**src/verilog/spi_pkg.sv**
```systemverilog
// **************************************
// frame is one 32-bit word, lsb first
// address 7 and soft reset read as zero
// **************************************

package spi_pkg;

   localparam int SPI_DATA_W = 32;
   localparam int SPI_ADDR_W = 3;

   // bus word, also the width of TX, RX and scratch
   typedef logic [SPI_DATA_W-1:0] spi_data_t;
   typedef logic [SPI_ADDR_W-1:0] spi_addr_t;

   // counts sample ticks, must reach SPI_DATA_W
   typedef logic [5:0] spi_bitcnt_t;

   localparam spi_bitcnt_t SPI_FRAME_BITS = 6'(SPI_DATA_W);

   // register map
   localparam spi_addr_t ADDR_INTR_EN  = 3'd0;
   localparam spi_addr_t ADDR_READY    = 3'd1;
   localparam spi_addr_t ADDR_TX       = 3'd2;
   localparam spi_addr_t ADDR_RX       = 3'd3;
   localparam spi_addr_t ADDR_VERSION  = 3'd4;
   localparam spi_addr_t ADDR_SOFT_RST = 3'd5;
   localparam spi_addr_t ADDR_SCRATCH  = 3'd6;

   localparam spi_data_t SPI_VERSION_WORD = 32'h0002_0001;

   // frame sequencer
   typedef enum logic [1:0] {
      IDLE,
      LEAD,
      SHIFT,
      TRAIL
   } seq_state_t;

endpackage

```
**src/verilog/spi_frame_if.sv**
```systemverilog
// **************************************
// no handshakes, start and done are
// single clk pulses
// **************************************

`timescale 1ns/10ps

interface spi_frame_if import spi_pkg::*; ();

   logic      start;
   spi_data_t tx_word;
   spi_data_t rx_word;
   logic      done;
   logic      busy;
   logic      shift_tick;
   logic      sample_tick;
   logic      sreset;

   modport ctrl (
      output start,
      output tx_word,
      output sreset,
      input  rx_word,
      input  done,
      input  busy
   );

   modport seq (input start, input shift_tick, input sample_tick, output done, output busy);

   modport clkgen (input busy, input done, output shift_tick, output sample_tick);

   modport shift (input start, input tx_word, input shift_tick, input sample_tick, output rx_word);

endinterface

```
**src/verilog/spi_regs.sv**
```systemverilog
// **************************************
// data_out is combinational, TX writes
// while busy are dropped
// **************************************

`timescale 1ns/10ps

module spi_regs import spi_pkg::*; (
   input  logic      clk,
   input  logic      rst_int,
   input  logic      sel,
   input  logic      read,
   input  logic      write,
   input  spi_addr_t address,
   input  spi_data_t data_in,
   output spi_data_t data_out,
   output logic      interrupt,
   spi_frame_if.ctrl frame
);

   logic      wr_en;
   logic      rd_en;
   logic      ie_wr;
   logic      tx_wr;
   logic      rx_rd;
   logic      soft_rst_wr;
   logic      scratch_wr;
   logic      intr_en;
   logic      ready;
   spi_data_t tx_q;
   spi_data_t scratch_q;

   assign wr_en = sel & write;
   assign rd_en = sel & read;

   // write enables and read side effects
   always_comb begin
      ie_wr       = 1'b0;
      tx_wr       = 1'b0;
      rx_rd       = 1'b0;
      soft_rst_wr = 1'b0;
      scratch_wr  = 1'b0;
      case (address)
         ADDR_INTR_EN:  ie_wr = wr_en;
         ADDR_TX:       tx_wr = wr_en;
         ADDR_RX:       rx_rd = rd_en;
         ADDR_SOFT_RST: soft_rst_wr = wr_en;
         ADDR_SCRATCH:  scratch_wr = wr_en;
         default: ;
      endcase
   end

   // read mux
   always_comb begin
      case (address)
         ADDR_INTR_EN: data_out = {{(SPI_DATA_W-1){1'b0}}, intr_en};
         ADDR_READY:   data_out = {{(SPI_DATA_W-1){1'b0}}, ready};
         ADDR_TX:      data_out = tx_q;
         ADDR_RX:      data_out = frame.rx_word;
         ADDR_VERSION: data_out = SPI_VERSION_WORD;
         ADDR_SCRATCH: data_out = scratch_q;
         default:      data_out = '0;
      endcase
   end

   assign frame.start = tx_wr & ~frame.busy;

   // on the start cycle the bus word goes straight to the shifter,
   // which loads together with tx_q
   assign frame.tx_word = frame.start ? data_in : tx_q;

   always_ff @(posedge clk or posedge rst_int) begin
      if (rst_int) begin
         tx_q      <= '0;
         scratch_q <= '0;
         intr_en   <= 1'b0;
      end else begin
         if (frame.start)
            tx_q <= data_in;
         if (scratch_wr)
            scratch_q <= data_in;
         if (ie_wr)
            intr_en <= data_in[0];
      end
   end

   // clear wins over done
   always_ff @(posedge clk or posedge rst_int) begin
      if (rst_int)
         ready <= 1'b1;
      else if (frame.start | rx_rd)
         ready <= 1'b0;
      else if (frame.done)
         ready <= 1'b1;
   end

   assign interrupt = intr_en & ready;

   // soft reset pulse, one clk after the write
   always_ff @(posedge clk) begin
      frame.sreset <= soft_rst_wr;
   end

endmodule

```
**src/verilog/spi_clk_gen.sv**
```systemverilog
// **************************************
// sclk half period is CLK_DIV clks,
// CLK_DIV must be 1 or more
// **************************************

`timescale 1ns/10ps

module spi_clk_gen #(
   parameter int CLK_DIV = 2
) (
   input  logic        clk,
   input  logic        rst_int,
   output logic        sclk,
   spi_frame_if.clkgen frame
);

   localparam int CNT_W = (CLK_DIV > 1) ? $clog2(CLK_DIV) : 1;

   logic [CNT_W-1:0] cnt;
   logic             run;
   logic             half_end;

   // stop in the trailing state so no edge follows the last bit
   assign run      = frame.busy & ~frame.done;
   assign half_end = run && (cnt == CNT_W'(CLK_DIV - 1));

   // ticks mark the clk cycle ending in the sclk edge
   assign frame.sample_tick = half_end & ~sclk;
   assign frame.shift_tick  = half_end & sclk;

   always_ff @(posedge clk or posedge rst_int) begin
      if (rst_int) begin
         cnt  <= '0;
         sclk <= 1'b0;
      end else if (!run) begin
         cnt  <= '0;
         sclk <= 1'b0;
      end else if (half_end) begin
         cnt  <= '0;
         sclk <= ~sclk;
      end else begin
         cnt <= cnt + CNT_W'(1);
      end
   end

endmodule

```
**src/verilog/spi_frame_seq.sv**
```systemverilog
// **************************************
// start is only accepted in IDLE
// **************************************

`timescale 1ns/10ps

module spi_frame_seq import spi_pkg::*; (
   input  logic     clk,
   input  logic     rst_int,
   output logic     ss,
   spi_frame_if.seq frame
);

   seq_state_t  state;
   spi_bitcnt_t bit_cnt;

   always_ff @(posedge clk or posedge rst_int) begin
      if (rst_int) begin
         state   <= IDLE;
         bit_cnt <= '0;
         ss      <= 1'b1;
      end else begin
         case (state)
            IDLE: begin
               if (frame.start) begin
                  state   <= LEAD;
                  bit_cnt <= '0;
                  ss      <= 1'b0;
               end
            end
            // LEAD holds until the first falling sclk
            LEAD, SHIFT: begin
               if (frame.sample_tick)
                  bit_cnt <= bit_cnt + 6'd1;
               if (frame.shift_tick) begin
                  if (bit_cnt == SPI_FRAME_BITS) begin
                     state <= TRAIL;
                     ss    <= 1'b1;
                  end else begin
                     state <= SHIFT;
                  end
               end
            end
            TRAIL:   state <= IDLE;
            default: state <= IDLE;
         endcase
      end
   end

   assign frame.busy = (state != IDLE);

   // ready and busy change together on the clk ending TRAIL
   assign frame.done = (state == TRAIL);

endmodule

```
**src/verilog/spi_shifter.sv**
```systemverilog
// **************************************
// lsb first on both lines, sampling on
// rising sclk
// **************************************

`timescale 1ns/10ps

module spi_shifter import spi_pkg::*; (
   input  logic       clk,
   input  logic       rst_int,
   input  logic       miso,
   output logic       mosi,
   spi_frame_if.shift frame
);

   spi_data_t tx_shift;
   spi_data_t rx_shift;

   // transmit side, empties to zero after the frame
   always_ff @(posedge clk or posedge rst_int) begin
      if (rst_int)
         tx_shift <= '0;
      else if (frame.start)
         tx_shift <= frame.tx_word;
      else if (frame.shift_tick)
         tx_shift <= tx_shift >> 1;
   end

   assign mosi = tx_shift[0];

   // receive side
   // first bit in ends up in bit 0
   always_ff @(posedge clk or posedge rst_int) begin
      if (rst_int)
         rx_shift <= '0;
      else if (frame.sample_tick)
         rx_shift <= {miso, rx_shift[SPI_DATA_W-1:1]};
   end

   assign frame.rx_word = rx_shift;

endmodule

```
**src/verilog/spi_master_top.sv**
```systemverilog
// **************************************
// single clock, mode 0 style frames,
// one slave select
// **************************************

`timescale 1ns/10ps

module spi_master_top import spi_pkg::*; #(
   parameter int CLK_DIV = 2
) (
   input  logic      clk,
   input  logic      rst_int,
   input  logic      sel,
   input  logic      read,
   input  logic      write,
   input  spi_addr_t address,
   input  spi_data_t data_in,
   output spi_data_t data_out,
   output logic      interrupt,
   output logic      sclk,
   output logic      ss,
   output logic      mosi,
   input  logic      miso
);

   logic core_rst;

   spi_frame_if frame ();

   // soft reset acts exactly like the external one
   assign core_rst = rst_int | frame.sreset;

   spi_regs u_regs (
      .clk       (clk),
      .rst_int   (core_rst),
      .sel       (sel),
      .read      (read),
      .write     (write),
      .address   (address),
      .data_in   (data_in),
      .data_out  (data_out),
      .interrupt (interrupt),
      .frame     (frame.ctrl)
   );

   spi_clk_gen #(
      .CLK_DIV (CLK_DIV)
   ) u_clk_gen (
      .clk     (clk),
      .rst_int (core_rst),
      .sclk    (sclk),
      .frame   (frame.clkgen)
   );

   spi_frame_seq u_seq (
      .clk     (clk),
      .rst_int (core_rst),
      .ss      (ss),
      .frame   (frame.seq)
   );

   spi_shifter u_shifter (
      .clk     (clk),
      .rst_int (core_rst),
      .miso    (miso),
      .mosi    (mosi),
      .frame   (frame.shift)
   );

endmodule

```
**config.mk**
```make
export PLATFORM = sky130hd
export DESIGN_NAME = spi_master_top
export DESIGN_NICKNAME = d
export VERILOG_FILES = /design/src/verilog/spi_pkg.sv /design/src/verilog/spi_frame_if.sv /design/src/verilog/spi_regs.sv /design/src/verilog/spi_clk_gen.sv /design/src/verilog/spi_frame_seq.sv /design/src/verilog/spi_shifter.sv /design/src/verilog/spi_master_top.sv
export SDC_FILE = /design/constraint.sdc
export NUM_CORES = 1
export LEC_CHECK = 0
export BUFFER_PORTS_ARGS = -buffer_cell sky130_fd_sc_hd__buf_4
export CORE_MARGIN = 2
export CORE_UTILIZATION = 60
export DETAILED_ROUTE_END_ITERATION = 7
export PLACE_DENSITY = 0.84
export RECOVER_POWER = 100
export SETUP_SLACK_MARGIN = 0.1
export SLEW_MARGIN = 40
export SYNTH_ARGS = -nofsm -noshare
export SYNTH_HDL_FRONTEND = slang
export SYNTH_HIERARCHICAL = 1
export SYNTH_SLANG_ARGS = --single-unit
```
**constraint.sdc**
```tcl
create_clock -name clk -period 3.6 [get_ports clk]
set_clock_uncertainty 0.2 [all_clocks]
set_input_delay 0.36 -clock clk [delete_from_list [all_inputs] [get_ports clk]]
set_output_delay 0.36 -clock clk [all_outputs]
set_load 0.05 [all_outputs]
```
---- Word level (Yosys, flattened, before mapping) ----
Cells that the tools add are included.
cells by class
  eq/ne operators ......................... 15
  mux-type cells .......................... 24
  add/subtract/negate cells ............... 2
  reductions and logical operators ........ 11
  bitwise operators ....................... 12
operators by type and width
  operator               count
  $pmux W32 S6           1
  $mux W32               2
  $mux W1                14
  $mux W6                2
  $pmux W6 S2            1
  $eq A3 B3 Y1 const B   3
  $ne A2 B2 Y1 const B   4
  $reduce_bool A2 Y1     4
  $and A1 B1 Y1          7
  $add A6 B1 Y6 const B  1
  $eq A3 B2 Y1 const B   2
  $eq A6 B6 Y1 const B   1
  $pmux W2 S3            1
  $eq A2 B2 Y1 const B   2
  $mux W2                2
  $reduce_and A4 Y1      1
  $eq A3 B1 Y1 const B   1
  $logic_not A3 Y1       1
  $not A1 Y1             3
  $reduce_and A3 Y1      1
  $eq A2 B1 Y1 const B   1
  $logic_not A2 Y1       1
  $ne A2 B1 Y1 const B   1
  $or A1 B1 Y1           2
  other kinds (5)        5
storage, ports and cells
  word-level logic and storage cells ...... 76
  input port bits ......................... 41
  register bits after elaboration ......... 142
  output and inout bits ................... 36

---- Logic depth before layout (Yosys ltp) ----
Gate-level depths: netlist of run 1.
  word-level depth ........................ 7
  gate-level depth with buffers ........... 11
  gate-level depth less buffers ........... 8

---- Hierarchy ----
Netlist of run 1, hierarchy kept.
modules (own cells, without submodules)
  module          seq. area each (sq um)  cells each  times used  area an instance (sq um)
  spi_regs        1672.9                  289         1           3590.9
  spi_shifter     1601.5                  208         1           2845.2
  spi_frame_seq   226.5                   64          1           571.8
  spi_clk_gen     50.0                    10          1           103.8
  spi_master_top  0.0                     1           1           6.3

---- Least setup slack after synthesis of run 1 ----
Ideal clock, no wire load.
  path type ............................... input port to output port
  start point ............................. in address[0]
  end point ............................... out data_out[10]
  path buffers ............................ 3
  slack ................................... 0.642 ns
  data required time ...................... 3.040 ns
  data arrival time ....................... 2.398 ns
  stages .................................. 6
  cell sequence ........................... buf_6 nor2b_1 clkbuf_1 clkbuf_1 nand2_1 a21boi_0
between the ends
  longest elaborated chain between the ends .. 2
  elaborated cells between the ends (all ways) .. 7
  those cells by class .................... 5 x eq/ne; 1 x mux; 1 x reduce/logical
RTL lines
  element                               RTL line              text
  from (decl)                           spi_master_top.sv:16  input spi_addr_t address,
  $eq A3 B3 Y1 (tied with other cells)  spi_regs.sv:55        case (address)
  $pmux W32 S6 (*)                      spi_regs.sv:55
  to (decl)                             spi_master_top.sv:18  output spi_data_t data_out,
Mark *: on every way between the ends. The rest lies on a longest branch, timed or not.

---- Worst setup path after layout of run 1 ----
  start point ............................. in address[2]
  end point ............................... out data_out[24]
The elaborated chain is that of the path after synthesis.

==> results of run 1 <==
sequential cells by signal (all words and copies together), names as in the netlist:
| signal | count |
|---|---|
| u_regs/frame.sreset | 1 |
| u_seq/ss | 1 |
| u_shifter/frame.rx_word | 32 |
| u_clk_gen/cnt | 1 |
| u_seq/bit_cnt | 6 |
| u_shifter/tx_shift | 32 |
| u_regs/tx_q | 32 |
| u_clk_gen/sclk | 1 |
| u_regs/scratch_q | 32 |
| u_regs/ready | 1 |
| u_regs/intr_en | 1 |
| u_seq/state | 2 |
cell type report:
| class | instances | area (um2) | share of cell area |
|---|---|---|---|
| multi-input cells | 378 | 3010 | 0.363 |
| clock buffers | 19 | 433 | 0.0523 |
| well taps | 143 | 179 | 0.0216 |
| clock inverters | 13 | 189 | 0.0228 |
| inverters | 13 | 50.0 | 0.00605 |
| flip-flops and latches | 142 | 3550 | 0.429 |
| repair buffers | 120 | 867 | 0.105 |
worst paths after layout:
path	start	to	slack, ns	cells after the start
setup / recovery	address[2]	data_out[24]	0.27	7
setup reg to reg	u_seq/state[0]	u_shifter/tx_shift[7]	0.46	8
hold reg to reg	u_regs/frame.sreset	u_clk_gen/sclk	0.16	2
max in group asynchronous	rst_int	u_regs/scratch_q[0]	0.74	5
min in group asynchronous	u_regs/frame.sreset	u_clk_gen/sclk	0.16	2
hold / removal	data_in[13]	u_regs/scratch_q[13]	0.03	2
stage by stage:
| step | setup slack (ns) | power [mW] |
|---|---|---|
| finish | 0.268 | 4.01 |
| global placement | 0.782 | 2.14 |
| CTS | 0.552 | 4.03 |
| floorplan | 0.642 | 2.03 |
| global route | 0.201 | 4.14 |
| detailed placement | 0.578 | 2.16 |
power by group:
group / switching (mW) / internal (mW)
registers: 0.0581 / 1.70
clock network: 0.699 / 1.16
logic: 0.220 / 0.173
cells in the final DEF (no fill, tap or decap), types with 5 or more instances in the layout:
| cell type | instances |
|---|---|
| o2bb2ai_1 | 13 |
| clkbuf_2 | 29 |
| clkbuf_1 | 13 |
| clkbuf_16 | 17 |
| dfrtp_1 | 139 |
| or2_2 | 16 |
| dlygate4sd3_1 | 32 |
| clkinvlp_4 | 5 |
| nand2_1 | 59 |
| nand2b_1 | 8 |
| a21oi_1 | 5 |
| o21ai_0 | 32 |
| nor2_1 | 7 |
| a21boi_0 | 17 |
| inv_1 | 12 |
| mux2_1 | 59 |
| buf_4 | 47 |
| mux2i_1 | 64 |
| nor2b_1 | 5 |
| and2_1 | 15 |
| mux2_2 | 34 |
metal layers:
layer / vias to the layer above / global-route usage
li1: 2208 / -
met1: 2493 / 0.363
met2: 162 / 0.465
met3: 40 / 0.0525
met4: 0 / 0.114
met5: - / 0
worst reg2reg max path: cells and delay by family, from the launching register on:
kind                       cells  cell delay [ns]
AOI/OAI and AO/OA              1             0.11
adders and majority gates      1             0.29
buffers and inverters          3             0.68
DFF                            1             0.39
muxes                          1             0.52
and+or+nand+nor                2             0.79
cell families (layout without fill, tap and decap cells):
| kind of cell | after synthesis | count (layout) | share of synthesized area |
|---|---|---|---|
| AND/OR/NAND/NOR | 130 | 130 | 0.0933 |
| AO/OA/AOI/OAI | 82 | 82 | 0.0766 |
| adder cells (fa/ha/maj) | 4 | 4 | 0.00703 |
| flip-flops | 142 | 142 | 0.499 |
| XOR/XNOR | 1 | 1 | 0.00123 |
| multiplexers | 161 | 161 | 0.274 |
| buffers and inverters | 52 | 165 | 0.0489 |
==> flow_summary.ini, run 1 <==
[cts]
cts_tree = built
cts.sinks = 142
cts_resized = 0
cts.path.max_buffers = 2
cts_setup_buffers = 0
cts.clk_slew.worst_paths_ns = 0.06
cts_root_buffer = clkbuf_16
h-tree-depth = 4
hold_buffers = 32
numCtsBuffers = 17
clk_latency_ns = 0.42

[worst_setup_path]
worst_setup_path_end_kind = primary output
crit_type = input pin to primary output
crit_fanout = 29
cp_common_cell = buf_4
start_kind = input pin
crit_chain = buf_4, clkbuf_1, nor2b_2, buf_4, o2bb2ai_1, and2_1, clkbuf_2
cp_top_family = buffers and inverters
required_ns = 3.04
crit_path_top_delay_cell = clkbuf_1
critPathMaxStageDelay_ns = 0.86
worst-endpoint-arrival_ns = 2.77
critPathBufInv = 4

[routing]
drtPass1Iterations = 7
drt_iter0_markers = 362
highest_layer = met4
detail_route.wl_per_cell_um = 20.3
drt-met1-wl_um = 7180
met2WireLength_um = 8550
route.met3.wl_um = 730
viasPerCell = 5.92
routed-via-count = 4903
drt.antenna.violating_nets = 0
drt_wl_total_um = 16800
route.detailed.drc = 3

[logic_synthesis]
syn_area_um2 = 7120
synth_common_cells = dfrtp_1, mux2i_1, nand2_1
netlist_instances = 572
synth-edff-count = 0
yosysWarnings = 6
synth_top_area_frac = 0.489
synth_nets = 617
ys.flop_type = dfrtp_1
yosysMostFrequentCell = dfrtp_1
ys_types = 47
synth.area.top_cells = dfrtp_1, mux2_4, mux2i_1
synth_top_area_cell = dfrtp_1
synth_async_sr_flop_share = 0.993
avgSynthCellArea_um2 = 12.4
seq_area_frac_synth = 0.499
synth_seq_cells = 142

[grt]
antenna_found_initial = 0
grt_pass1_wl_um = 27500
grt_pass1_vias = 5209
overflow = 0
grt_start_max_net_pins = 66
grt_use_total = 0.279

[floorplan]
num_rows = 39
io_pins = 77
start_util = 0.618
core_area_um2 = 11500
die_w_um = 113
die_h_um = 113
die_area_um2 = 12800

[sta]
worstMarginPinSlew_ns = 1.82
fmax_mhz = 300
finalSetupTns_ns = 0
max_slew_margin = -0.221
fin_hold_ws_ns = 0.0270
fin_crit_ns = 3.33
post-route-period-util = 0.925
setup_viol = 0
rsz0062_at_grt = no
final-max-slew-violation-count = 41
hold_violations = 0

[final_layout]
final_area_um2 = 8280
final_cells = 828
diodes = 0
nets = 717
area_delta_synth_final_pct = 16.3
drive_gt1_frac = 0.244
final_util = 0.719
fill_cells = 799

[place]
place.detailed.hpwl_um = 10000
placedCellCount = 764
place_congestion = 0.890
placed_cell_area_um2 = 7680
port_buffers = 76

[job]
cap_violations = 1

[power_and_ir_drop]
ir_worst_vdd_mv = 0.278
leakagePower_nw = 3.76
power_density_nw_per_um2 = 485

[status]
violations = DRC, capacitance limit, slew limit
status = finished with violations

[hold_path]
hold_path.class = input pin to register
Power figures use the tool's default switching activity.
==> inputs of run 2 (changes only) <==
Settings changed: CORE_UTILIZATION 60 to 45, PLACE_DENSITY 0.84 to 0.67, SYNTH_HIERARCHICAL 1 to not set.
==> run 2 against run 1 <==
Compared with the run above:
- largest power group is now registers
- register-to-register slack better by 0.49 ns
- the run ends with capacitance limit, slew limit left
- area after synthesis decreased by 5.5%
- setup slack improved by 0.30 ns
==> flow_summary.ini, run 2 <==
[sta]
rsz0062_at_grt = no
post-route-period-util = 0.843
fmax_mhz = 329
hold_violations = 0
fin_crit_ns = 3.04
worstMarginPinSlew_ns = 1.91
final-max-slew-violation-count = 143
max_slew_margin = -0.275
finalSetupTns_ns = 0
setup_viol = 0

[final_layout]
final_common_cell = nand2_1
drive_gt1_frac = 0.139
fill_cells = 1296
nets = 814
final_cell_mix = nand2_1, dfrtp_1, o21ai_0
diodes = 0
area_delta_synth_final_pct = 20.7

[cts]
cts_setup_buffers = 0
cts_root_buffer = clkbuf_16
cts.clk_slew.worst_paths_ns = 0.06
cts_tree = built
clk_latency_ns = 0.42
cts_resized = 0
numCtsBuffers = 17
cts.sinks = 142
hold_buffers = 37
h-tree-depth = 4
cts.path.max_buffers = 2

[floorplan]
core_area_um2 = 14600
die_w_um = 126
io_pins = 77
die_h_um = 126
num_rows = 44
start_util = 0.461
die_area_um2 = 15900

[logic_synthesis]
seq_area_frac_synth = 0.528
ys.flop_type = dfrtp_1
yosysMostFrequentCell = nand2_1
synth.area.top_cells = dfrtp_1, nand2_1, mux2i_1
synth_top_area_frac = 0.517
ys_types = 44
synth_async_sr_flop_share = 0.993
syn_area_um2 = 6730
synth-adder-area-share = 0.00744
synth-xor-area-share = 0.00130
avgSynthCellArea_um2 = 10.0
synth-compound-area-share = 0.0761
synth_top_area_cell = dfrtp_1
synth_mux_area_frac = 0.161
synth_seq_cells = 142
synth-edff-count = 0
netlist_instances = 671
synth_nets = 716
yosys.area_share.simple = 0.184
yosysWarnings = 0
synth_common_cells = nand2_1, dfrtp_1, o21ai_0
synth_top_family_by_area = simple AND/OR/NAND/NOR gates

[worst_setup_path]
crit_path_top_delay_cell = clkbuf_2
crit_fanout = 38
rrSetupSlack_ns = 0.95
crit_type = input pin to primary output
worstRegToRegCells = 6
start_kind = input pin
worst-endpoint-arrival_ns = 2.48
required_ns = 3.04
worst_setup_path_end_kind = primary output
crit_chain = buf_4, nor2b_4, clkbuf_2, nand2_1, o21ai_0, and2_1, clkbuf_1
critPathMaxStageDelay_ns = 0.58

[power_and_ir_drop]
leakagePower_nw = 4.11
ir_worst_vdd_mv = 0.395
power_density_nw_per_um2 = 722
p_total_mw = 5.86

[routing]
drt_iter0_markers = 331
viasPerCell = 5.20
drt.antenna.violating_nets = 0
routed-via-count = 5022
detail_route.wl_per_cell_um = 15.5
route.detailed.drc = 0
drt_wl_total_um = 15000
drtPass1Iterations = 4

[place]
place.detailed.hpwl_um = 9520
place_congestion = 0.758
port_buffers = 76

[grt]
grt_use_total = 0.198
grt_start_max_net_pins = 80
grt_pass1_vias = 4936
grt_util_met2 = 0.311
overflow = 0
grt_pass1_wl_um = 25100
antenna_found_initial = 0
busiest_layer = met2
grt_use_met1 = 0.282
met3_usage = 0.0416

[status]
violations = capacitance limit, slew limit
status = finished with violations

[job]
cap_violations = 2

[hold_path]
hold_depth = 3
hold_path.class = input pin to register
## run 2: cell count changes in the layout (fill, tap and decap cells not counted), sizes merged, moves of 5 or more
cell	delta
o21ai	+34
or2	-17
clkbuf	-17
buf	+16
o31ai	+5
mux2	-65
and2	+17
o2bb2ai	-13
a21boi	-16
inv	-7
nand2	+174
nand2b	-7
dlygate4sd3	+5
## run 2: metrics by stage
| stage | setup slack [ns] | area [um2] | hold slack [ns] | std cells | util |
|---|---|---|---|---|---|
| 4_1_cts | 0.989 | 8310 | 0.0339 | 966 | 0.570 |
| 3_3_place_gp | 0.930 | 7350 | 0.257 | 897 | 0.504 |
| 6_report | 0.563 | 8120 | 0.194 | 966 | 0.557 |
| 5_1_grt | 0.456 | 8120 | 0.207 | 966 | 0.557 |
| 2_1_floorplan | 0.322 | 6740 | 0.227 | 671 | - |
| 3_5_place_dp | 0.945 | 7350 | 0.262 | 897 | 0.504 |
## run 2: kinds of logic (layout without fill, tap and decap cells)
kind of cell	after synthesis	in the layout
adder cells (fa/ha/maj)	4	4
buffers and inverters	48	159
AND/OR/NAND/NOR	291	291
AO/OA/AOI/OAI	91	91
multiplexers	94	94
XOR/XNOR	1	1
flip-flops	142	142
## run 2: critical path, delay by kind of cell
kind	cells	cell delay, ns
buffers and inverters	3	1.42
AOI/OAI and AO/OA	1	0.09
and+or+nand+nor	3	0.60
## run 2: report_power, final
group	total, mW	internal [mW]	switching [mW]
registers	2.49	2.14	0.349
clock network	1.73	1.07	0.654
logic	1.64	0.633	1.01
## run 2: path summary, 6_finish.rpt
check	to	startpoint
worst max-delay path	data_out[2]	address[2]
worst min-delay path	u_regs.frame.sreset	address[2]
worst max register to register	u_shifter.tx_shift[8]	u_seq.state[0]
worst min register to register	u_regs.tx_q[26]	u_regs.tx_q[26]
max in group asynchronous	u_regs.scratch_q[12]	u_regs.frame.sreset
min in group asynchronous	u_regs.scratch_q[28]	rst_int
## run 2: metal layers
| layer | vias to the layer above | wire length (um) |
|---|---|---|
| met5 | - | 0 |
| met4 | 0 | 92 |
| met3 | 9 | 642 |
| met2 | 101 | 7050 |
| met1 | 2475 | 7210 |
| li1 | 2437 | - |
## run 2: final cells by class
| class | instances | area (um2) | share of cell area |
|---|---|---|---|
| sequential | 142 | 3550 | 0.437 |
| tap | 184 | 230 | 0.0283 |
| inverter | 6 | 22.5 | 0.00277 |
| timing repair buffer | 121 | 927 | 0.114 |
| multi-input combinational | 481 | 2800 | 0.345 |
| clock inverter | 10 | 113 | 0.0139 |
| clock buffer | 22 | 474 | 0.0584 |
